### config.mk
export PLATFORM = sky130hd
export DESIGN_NAME = sdio_data_control
export DESIGN_NICKNAME = d
export VERILOG_FILES = /design/src/source/sdio_data_pkg.sv /design/src/source/sdio_xfer_decode.sv /design/src/source/sdio_xfer_engine.sv /design/src/source/sdio_target_router.sv /design/src/source/sdio_data_control.sv
export SDC_FILE = /design/constraint.sdc
export NUM_CORES = 1
export LEC_CHECK = 0
export BUFFER_PORTS_ARGS = -buffer_cell sky130_fd_sc_hd__buf_2
export CORE_AREA = 2 2 165 167
export CTS_BUF_LIST = sky130_fd_sc_hd__clkbuf_2 sky130_fd_sc_hd__clkbuf_4 sky130_fd_sc_hd__clkbuf_8
export DETAILED_ROUTE_END_ITERATION = 8
export DIE_AREA = 0 0 167 169
export MAX_ROUTING_LAYER = met4
export PLACE_DENSITY = 0.46
export SLEW_MARGIN = 0
export SYNTH_ARGS = -nofsm -noshare
export SYNTH_HDL_FRONTEND = slang
export SYNTH_SLANG_ARGS = --single-unit
### constraint.sdc
create_clock -name clk -period 2.8 [get_ports clk]
set_input_delay 0.14 -clock clk [delete_from_list [all_inputs] [get_ports clk]]
set_output_delay 0.14 -clock clk [all_outputs]
set_load 0.05 [all_outputs]
### src/source/sdio_data_pkg.sv
package sdio_data_pkg;

  // Data path sizes
  localparam int BYTE_W     = 8;
  localparam int ADDR_W     = 18;
  localparam int CNT_W      = 13;
  localparam int BLK_CNT_W  = 10;
  localparam int BLK_SIZE_W = 16;

  // Function targets: CIA at 0, functions 1 to 7, memory last
  localparam int NUM_TARGETS = 9;
  localparam int TGT_IDX_W   = 4;
  localparam int TGT_MEM     = 8;

  // Byte mode count of zero means a full 512 byte transfer
  localparam int BYTE_MODE_DEFAULT_LEN = 512;

  // Block mode view of the data count
  typedef struct packed {
    logic [CNT_W-BLK_CNT_W-1:0] pad;
    logic [BLK_CNT_W-1:0]       blocks;
  } blk_cnt_view_t;

  // One count word, decoded per transfer mode
  typedef union packed {
    logic [CNT_W-1:0] bytes;
    blk_cnt_view_t    blk;
  } data_cnt_u;

  typedef struct packed {
    logic              wr_stb;
    logic [BYTE_W-1:0] wr_data;
    logic              hst_rdy;
    logic              activate;
  } target_out_t;

  typedef struct packed {
    logic                  rd_stb;
    logic [BYTE_W-1:0]     rd_data;
    logic                  com_rdy;
    logic [BLK_SIZE_W-1:0] block_size;
  } target_in_t;

  typedef struct packed {
    logic              stb;
    logic [BYTE_W-1:0] data;
  } phy_wr_t;

  typedef struct packed {
    logic              rd_stb;
    logic [BYTE_W-1:0] rd_data;
    logic              com_rdy;
    logic              activate;
  } phy_rd_t;

  typedef struct packed {
    logic [CNT_W-1:0]     byte_len;
    logic [BLK_CNT_W-1:0] block_total;
    logic                 continuous;
    logic                 block_mode;
  } xfer_cfg_t;

  typedef enum logic [1:0] {
    IDLE,
    CONFIG,
    ACTIVE,
    FINISHED
  } xfer_state_e;

endpackage

### src/source/sdio_xfer_decode.sv
`timescale 1ns/1ps

module sdio_xfer_decode import sdio_data_pkg::*; (
  input  logic                 i_mem_sel,
  input  logic [TGT_IDX_W-1:0] i_func_sel,
  input  logic                 i_block_mode_flg,
  input  data_cnt_u            i_data_cnt,
  input  target_in_t           i_targets [NUM_TARGETS],
  output logic [TGT_IDX_W-1:0] o_tgt_idx,
  output logic                 o_tgt_valid,
  output xfer_cfg_t            o_xfer_cfg
);

  logic [BLK_SIZE_W-1:0] sel_block_size;
  logic                  zero_bytes;

  // Memory select wins over the function number
  always_comb begin
    if (i_mem_sel) begin
      o_tgt_idx   = TGT_IDX_W'(TGT_MEM);
      o_tgt_valid = 1'b1;
    end else begin
      o_tgt_idx   = i_func_sel;
      o_tgt_valid = (i_func_sel < TGT_IDX_W'(TGT_MEM));
    end
  end

  // Block size of the selected target, zero when nothing is selected
  always_comb begin
    sel_block_size = '0;
    for (int i = 0; i < NUM_TARGETS; i++) begin
      if (o_tgt_valid && (o_tgt_idx == TGT_IDX_W'(i))) begin
        sel_block_size = i_targets[i].block_size;
      end
    end
  end

  assign zero_bytes = (i_data_cnt.bytes == '0);

  always_comb begin
    o_xfer_cfg.block_mode = i_block_mode_flg;
    if (i_block_mode_flg) begin
      // Count holds blocks, zero runs until activate drops
      o_xfer_cfg.block_total = i_data_cnt.blk.blocks;
      o_xfer_cfg.continuous  = (i_data_cnt.blk.blocks == '0);
      o_xfer_cfg.byte_len    = sel_block_size[CNT_W-1:0];
    end else begin
      o_xfer_cfg.block_total = '0;
      o_xfer_cfg.continuous  = 1'b0;
      if (zero_bytes) begin
        o_xfer_cfg.byte_len = CNT_W'(BYTE_MODE_DEFAULT_LEN);
      end else begin
        o_xfer_cfg.byte_len = i_data_cnt.bytes;
      end
    end
  end

endmodule

### src/source/sdio_xfer_engine.sv
`timescale 1ns/1ps

module sdio_xfer_engine import sdio_data_pkg::*; (
  input  logic              clk,
  input  logic              rst,
  input  logic              i_activate,
  input  logic              i_inc_addr_flg,
  input  logic [ADDR_W-1:0] i_cmd_address,
  input  xfer_cfg_t         i_xfer_cfg,
  input  logic              i_byte_stb,
  output logic              o_hst_rdy,
  output logic [ADDR_W-1:0] o_address,
  output logic [CNT_W-1:0]  o_total_data_cnt,
  output logic              o_finished
);

  xfer_state_e          state;
  logic [CNT_W-1:0]     byte_cnt;
  logic [BLK_CNT_W-1:0] blk_cnt;
  logic                 room;
  logic                 byte_acc;
  logic                 more_blocks;

  // Bytes past the block length are dropped
  assign room     = (byte_cnt < o_total_data_cnt);
  assign byte_acc = o_hst_rdy && i_byte_stb && room;

  assign more_blocks = i_xfer_cfg.continuous || (blk_cnt < i_xfer_cfg.block_total);

  always_ff @(posedge clk) begin
    if (rst) begin
      state            <= IDLE;
      o_hst_rdy        <= 1'b0;
      o_finished       <= 1'b0;
      o_address        <= '0;
      o_total_data_cnt <= '0;
      byte_cnt         <= '0;
      blk_cnt          <= '0;
    end else begin
      case (state)
        IDLE: begin
          o_hst_rdy        <= 1'b0;
          o_finished       <= 1'b0;
          o_total_data_cnt <= '0;
          byte_cnt         <= '0;
          blk_cnt          <= '0;
          o_address        <= i_cmd_address;
          if (i_activate) begin
            state <= CONFIG;
          end
        end

        CONFIG: begin
          // Load the length of the next block or of the byte transfer
          byte_cnt         <= '0;
          o_total_data_cnt <= i_xfer_cfg.byte_len;
          if (!i_xfer_cfg.continuous) begin
            blk_cnt <= blk_cnt + 1'b1;
          end
          state <= ACTIVE;
        end

        ACTIVE: begin
          if (room) begin
            o_hst_rdy <= 1'b1;
            if (byte_acc) begin
              byte_cnt <= byte_cnt + 1'b1;
              if (i_inc_addr_flg) begin
                o_address <= o_address + 1'b1;
              end
            end
          end else begin
            // Block done, close the window before the next one
            o_hst_rdy <= 1'b0;
            if (more_blocks) begin
              state <= CONFIG;
            end else begin
              state <= FINISHED;
            end
          end
        end

        FINISHED: begin
          o_finished <= 1'b1;
        end

        default: begin
          state <= IDLE;
        end
      endcase

      // Host drops activate to end or abort the transfer
      if (!i_activate) begin
        state <= IDLE;
      end
    end
  end

  a_cnt_bound: assert property (
    @(posedge clk) disable iff (rst)
    (state == ACTIVE) |=> (byte_cnt <= o_total_data_cnt)
  ) else $error("byte counter ran past the transfer length");

  a_fin_quiet: assert property (
    @(posedge clk) disable iff (rst)
    o_finished |-> !o_hst_rdy
  ) else $error("finished flag raised while still accepting bytes");

endmodule

### src/source/sdio_target_router.sv
`timescale 1ns/1ps

module sdio_target_router import sdio_data_pkg::*; (
  input  logic [TGT_IDX_W-1:0] i_tgt_idx,
  input  logic                 i_tgt_valid,
  input  logic                 i_activate,
  input  logic                 i_hst_rdy,
  input  phy_wr_t              i_phy_wr,
  input  target_in_t           i_targets [NUM_TARGETS],
  output target_out_t          o_targets [NUM_TARGETS],
  output phy_rd_t              o_phy_rd,
  output logic                 o_byte_stb
);

  target_in_t             sel_in;
  logic [NUM_TARGETS-1:0] act_vec;

  // PHY writes and control levels reach only the selected target
  always_comb begin
    sel_in = '0;
    for (int i = 0; i < NUM_TARGETS; i++) begin
      o_targets[i] = '0;
      if (i_tgt_valid && (i_tgt_idx == TGT_IDX_W'(i))) begin
        o_targets[i].wr_stb   = i_phy_wr.stb;
        o_targets[i].wr_data  = i_phy_wr.data;
        o_targets[i].hst_rdy  = i_hst_rdy;
        o_targets[i].activate = i_activate;
        sel_in                = i_targets[i];
      end
    end
  end

  // Read path back to the PHY
  always_comb begin
    o_phy_rd.activate = i_activate;
    o_phy_rd.rd_stb   = sel_in.rd_stb;
    o_phy_rd.rd_data  = sel_in.rd_data;
    // Target can only accept or offer data while the engine is open
    o_phy_rd.com_rdy  = sel_in.com_rdy & i_hst_rdy;
  end

  // Only strobes of a valid target are reported
  assign o_byte_stb = i_tgt_valid && (i_phy_wr.stb || sel_in.rd_stb);

  always_comb begin
    for (int i = 0; i < NUM_TARGETS; i++) begin
      act_vec[i] = o_targets[i].activate;
    end
  end

  // At most one target owns the transfer
  always_comb begin
    a_one_owner: assert ($onehot0(act_vec))
      else $error("more than one target activated");
  end

endmodule

### src/source/sdio_data_control.sv
`timescale 1ns/1ps

module sdio_data_control import sdio_data_pkg::*; (
  input  logic                 clk,
  input  logic                 rst,
  input  logic                 i_activate,
  input  logic                 i_write_flg,
  input  logic                 i_block_mode_flg,
  input  logic                 i_inc_addr_flg,
  input  logic                 i_mem_sel,
  input  logic [TGT_IDX_W-1:0] i_func_sel,
  input  data_cnt_u            i_data_cnt,
  input  logic [ADDR_W-1:0]    i_cmd_address,
  input  phy_wr_t              i_phy_wr,
  input  target_in_t           i_targets [NUM_TARGETS],
  output phy_rd_t              o_phy_rd,
  output target_out_t          o_targets [NUM_TARGETS],
  output logic [ADDR_W-1:0]    o_address,
  output logic [CNT_W-1:0]     o_total_data_cnt,
  output logic                 o_finished
);

  logic [TGT_IDX_W-1:0] tgt_idx;
  logic                 tgt_valid;
  xfer_cfg_t            xfer_cfg;
  logic                 hst_rdy;
  logic                 byte_stb;

  sdio_xfer_decode u_decode (
    .i_mem_sel        (i_mem_sel),
    .i_func_sel       (i_func_sel),
    .i_block_mode_flg (i_block_mode_flg),
    .i_data_cnt       (i_data_cnt),
    .i_targets        (i_targets),
    .o_tgt_idx        (tgt_idx),
    .o_tgt_valid      (tgt_valid),
    .o_xfer_cfg       (xfer_cfg)
  );

  sdio_xfer_engine u_engine (
    .clk              (clk),
    .rst              (rst),
    .i_activate       (i_activate),
    .i_inc_addr_flg   (i_inc_addr_flg),
    .i_cmd_address    (i_cmd_address),
    .i_xfer_cfg       (xfer_cfg),
    .i_byte_stb       (byte_stb),
    .o_hst_rdy        (hst_rdy),
    .o_address        (o_address),
    .o_total_data_cnt (o_total_data_cnt),
    .o_finished       (o_finished)
  );

  sdio_target_router u_router (
    .i_tgt_idx   (tgt_idx),
    .i_tgt_valid (tgt_valid),
    .i_activate  (i_activate),
    .i_hst_rdy   (hst_rdy),
    .i_phy_wr    (i_phy_wr),
    .i_targets   (i_targets),
    .o_targets   (o_targets),
    .o_phy_rd    (o_phy_rd),
    .o_byte_stb  (byte_stb)
  );

  // Write transfers never send target read bytes out to the PHY
  a_write_dir: assert property (
    @(posedge clk) disable iff (rst)
    (i_activate && i_write_flg) |-> !o_phy_rd.rd_stb
  ) else $error("read strobe reached the PHY during a write");

endmodule

==> flow_summary.yaml <==
yosys:
  syn_area_per_cell_sq_um: 7.11
  synth_area_leaders: "dfxtp_1 20%, ha_1 6.5%, and3_1 6.1%"
  synth_fp_nets: 1133
  post-synth-top-count-cell: "nand2_1"
  synth_cells: 818
  synth_edf_count: 0
  yosysSeqAreaShare_pct: 20.0
  yosys_warnings: 0
  synth_cell_types: 65
  ys_async_sr_fraction_pct: 0
  ys_seq_elements: 58
  synthFlopType: "dfxtp_1"
  syn_area_sq_um: 5820
  synth_commonest_cells: "71 x nand2_1, 60 x a21oi_1, 58 x dfxtp_1"
  yosysTopAreaCell: "dfxtp_1"
  yosysTopAreaCellShare_pct: 20.0
detailed_routing:
  vias_per_cell: 5.07
  drtIter0Drc: 551
  drc: 0
  wire_per_inst_microns: 19.9
  vias: 7893
  drtPass1Iterations: 6
  ant_nets: 0
  wl_microns: 31000
placement:
  port_buffers: 398
  dp.cells: 1538
  place.gp.congestion: 0.906
  dp_hpwl_microns: 25300
  dpl_cell_area_sq_um: 8430
worst_setup_path:
  cpLargestDelayFamily: "compound AO/OA/AOI/OAI gates"
  path_max_fanout: 25
  critical_path.startpoint_type: "register"
  critPathMaxStageDelay_ns: 0.33
  crit_chain: "inv_1 > ha_1 > a21o_1 > a221o_1 > a31oi_1 > o31a_1 > buf_4 > a32o_1 > buf_12 > o21ai_0 > a32o_1"
  crit_slowest_cell: "dfxtp_2"
  crit_path_end_kind: "register"
  path_class: "reg -> reg"
  cpMostUsedCell: "a32o_1"
  cp.required_ns: 3.04
  r2r_slack_ns: 0.18
  crit_arrival_ns: 2.86
  path_buf_inv: 3
clock_tree:
  root_buffer: "clkbuf_8"
  clock_latency_ns: 0.36
  clock_path_buffers: 2
  cts_setup_buffers: 0
  clk_pin_slew_ns: 0.07
  cts_max_level: 3
  numCtsBuffers: 9
  cts.sinks: 58
  cts_tree: "yes"
sta:
  slew-limit-headroom_pct: 49.3
  tightest_slew_ns: 0.760
  setup_viol: 0
  rsz0062_at_grt: "false"
  post-route-min-period_ns: 2.62
  fin_setup_tns_ns: 0
  finalClockSkew_ns: 0.0152
  fmax_mhz: 382
  hold-worst-slack_ns: 0.0963
  min_period_over_period_pct: 93.6
  finalHoldViolations: 0
  finalMaxSlewViolations: 0
finish:
  post-route-util_pct: 32.6
  layout.nets: 1523
  final_area_sq_um: 8650
  finalNonFillerCells: 1557
  num-fill-cells: 2955
  areaGrowthSynthToFinish_pct: 48.7
  drive_gt1_share_pct: 40.3
global_routing:
  grt-ovfl-total: 0
  grt_max_degree: 33
  grt_pass1_wl_microns: 46100
  grt_antenna_before_repair: 3
  met2_usage_pct: 36.7
  busiest_layer: "met2"
  use_met3_pct: 5.47
  gr-usage-met1_pct: 25.8
  grt_pass1_vias: 7847
  gr-usage-all-layers_pct: 21.7
status:
  status: "completed"
floorplanning:
  ios: 427
  rows: 60
  fp.dieW_microns: 167
  core_sq_um: 26500
  die_h_microns: 169
  die_area_sq_um: 28200
  initial_core_util_pct: 22.0
run:
  max_cap_violations: 0
power:
  p_leak_nw: 4.37
  irDropWorstVdd_uv: 179
  powerDensity_nw_per_um2: 307
worst_hold_path:
  hold_path_class: "in -> reg"
[worst reg2reg max path, delay by kind of cell (launching register included)]
kind            cells  cell delay [ns]
compound gates      7             1.51
fa+ha+maj           1             0.30
buf+inv             3             0.36
flops               1             0.33
[sequential cells by signal (all words and copies together), names as in the netlist]
signal                     flops
u_engine.blk_cnt              10
u_engine.o_address            18
u_engine.o_hst_rdy             1
u_engine.o_total_data_cnt     13
u_engine.o_finished            1
u_engine.byte_cnt             13
u_engine.state                 2
[where the power goes]
part / internal [W] / total (W) / leakage (nW) / switching (W)
combinational: 0.000336 / 0.000929 / 3.78 / 0.000593
sequential: 0.000854 / 0.000886 / 0.474 / 0.0000318
clock: 0.000488 / 0.000837 / 0.109 / 0.000349
[layer usage]
layer  up-vias  share of wire, %
met3        32               7.8
met5         -                 0
met1      3687                43
met4         0               2.0
met2       335                47
li1       3839                 -
[worst paths after layout]
path / from / to / cells past startpoint
hold reg to reg: u_engine.o_total_data_cnt[5] / u_engine.o_total_data_cnt[5] / 1
setup reg to reg: u_engine.o_total_data_cnt[5] / u_engine.o_address[5] / 11
hold / removal: i_cmd_address[0] / u_engine.o_address[0] / 3
setup / recovery: u_engine.o_total_data_cnt[5] / u_engine.o_address[5] / 11
[logic make-up (layout without fill, tap and decap cells)]
kind of cell | Yosys count | in the layout | share of synthesized area (%)
flip-flops | 58 | 58 | 20.0
XOR/XNOR | 8 | 8 | 1.20
adder cells (fa/ha/maj) | 30 | 30 | 6.45
AND/OR/NAND/NOR | 339 | 339 | 31.3
AO/OA/AOI/OAI | 267 | 267 | 30.9
other | 0 | 4 | 0
buffers and inverters | 96 | 490 | 6.73
multiplexers | 20 | 20 | 3.51
[cell type report]
class / count / area (sq um) / area share, %
multi-input cells: 664 / 4320 / 49.9
flip-flops and latches: 58 / 1160 / 13.4
repair buffers: 445 / 2410 / 27.9
well taps: 341 / 427 / 4.93
diodes: 4 / 10.0 / 0.116
clock buffers: 13 / 173 / 2.00
inverters: 30 / 113 / 1.30
clock inverters: 2 / 35.0 / 0.405
[placed cells by master, fill, tap and decap left out, drive strengths merged, types with 17 or more instances in the layout]
cell,synthesis,final
buf,24,445
and2,53,53
mux2i,17,17
nand3,33,33
o21ai,39,39
nand2,71,71
a31oi,18,18
ha,30,30
a22oi,38,38
a21o,19,19
a21oi,64,64
inv,29,29
dfxtp,58,58
and3,57,57
nor2,53,53
o22ai,19,19
[through the flow]
| stage | total power [W] | setup slack (ns) |
|---|---|---|
| final | 0.00265 | 0.180 |
| after floorplan | 0.00141 | 0.00880 |
| after detailed placement | 0.00183 | 0.177 |
| after global placement | 0.00183 | 0.188 |
| after global routing | 0.00280 | 0.0140 |
| after CTS | 0.00268 | 0.145 |
[repair_timing]
action                                 4_1_cts  5_1_grt
resized for setup                            0        1
endpoints found under the hold margin        0        0
hold buffers                                 0        0
setup endpoints to repair                    0        4
Note: power is estimated with default switching activity, not from simulation.
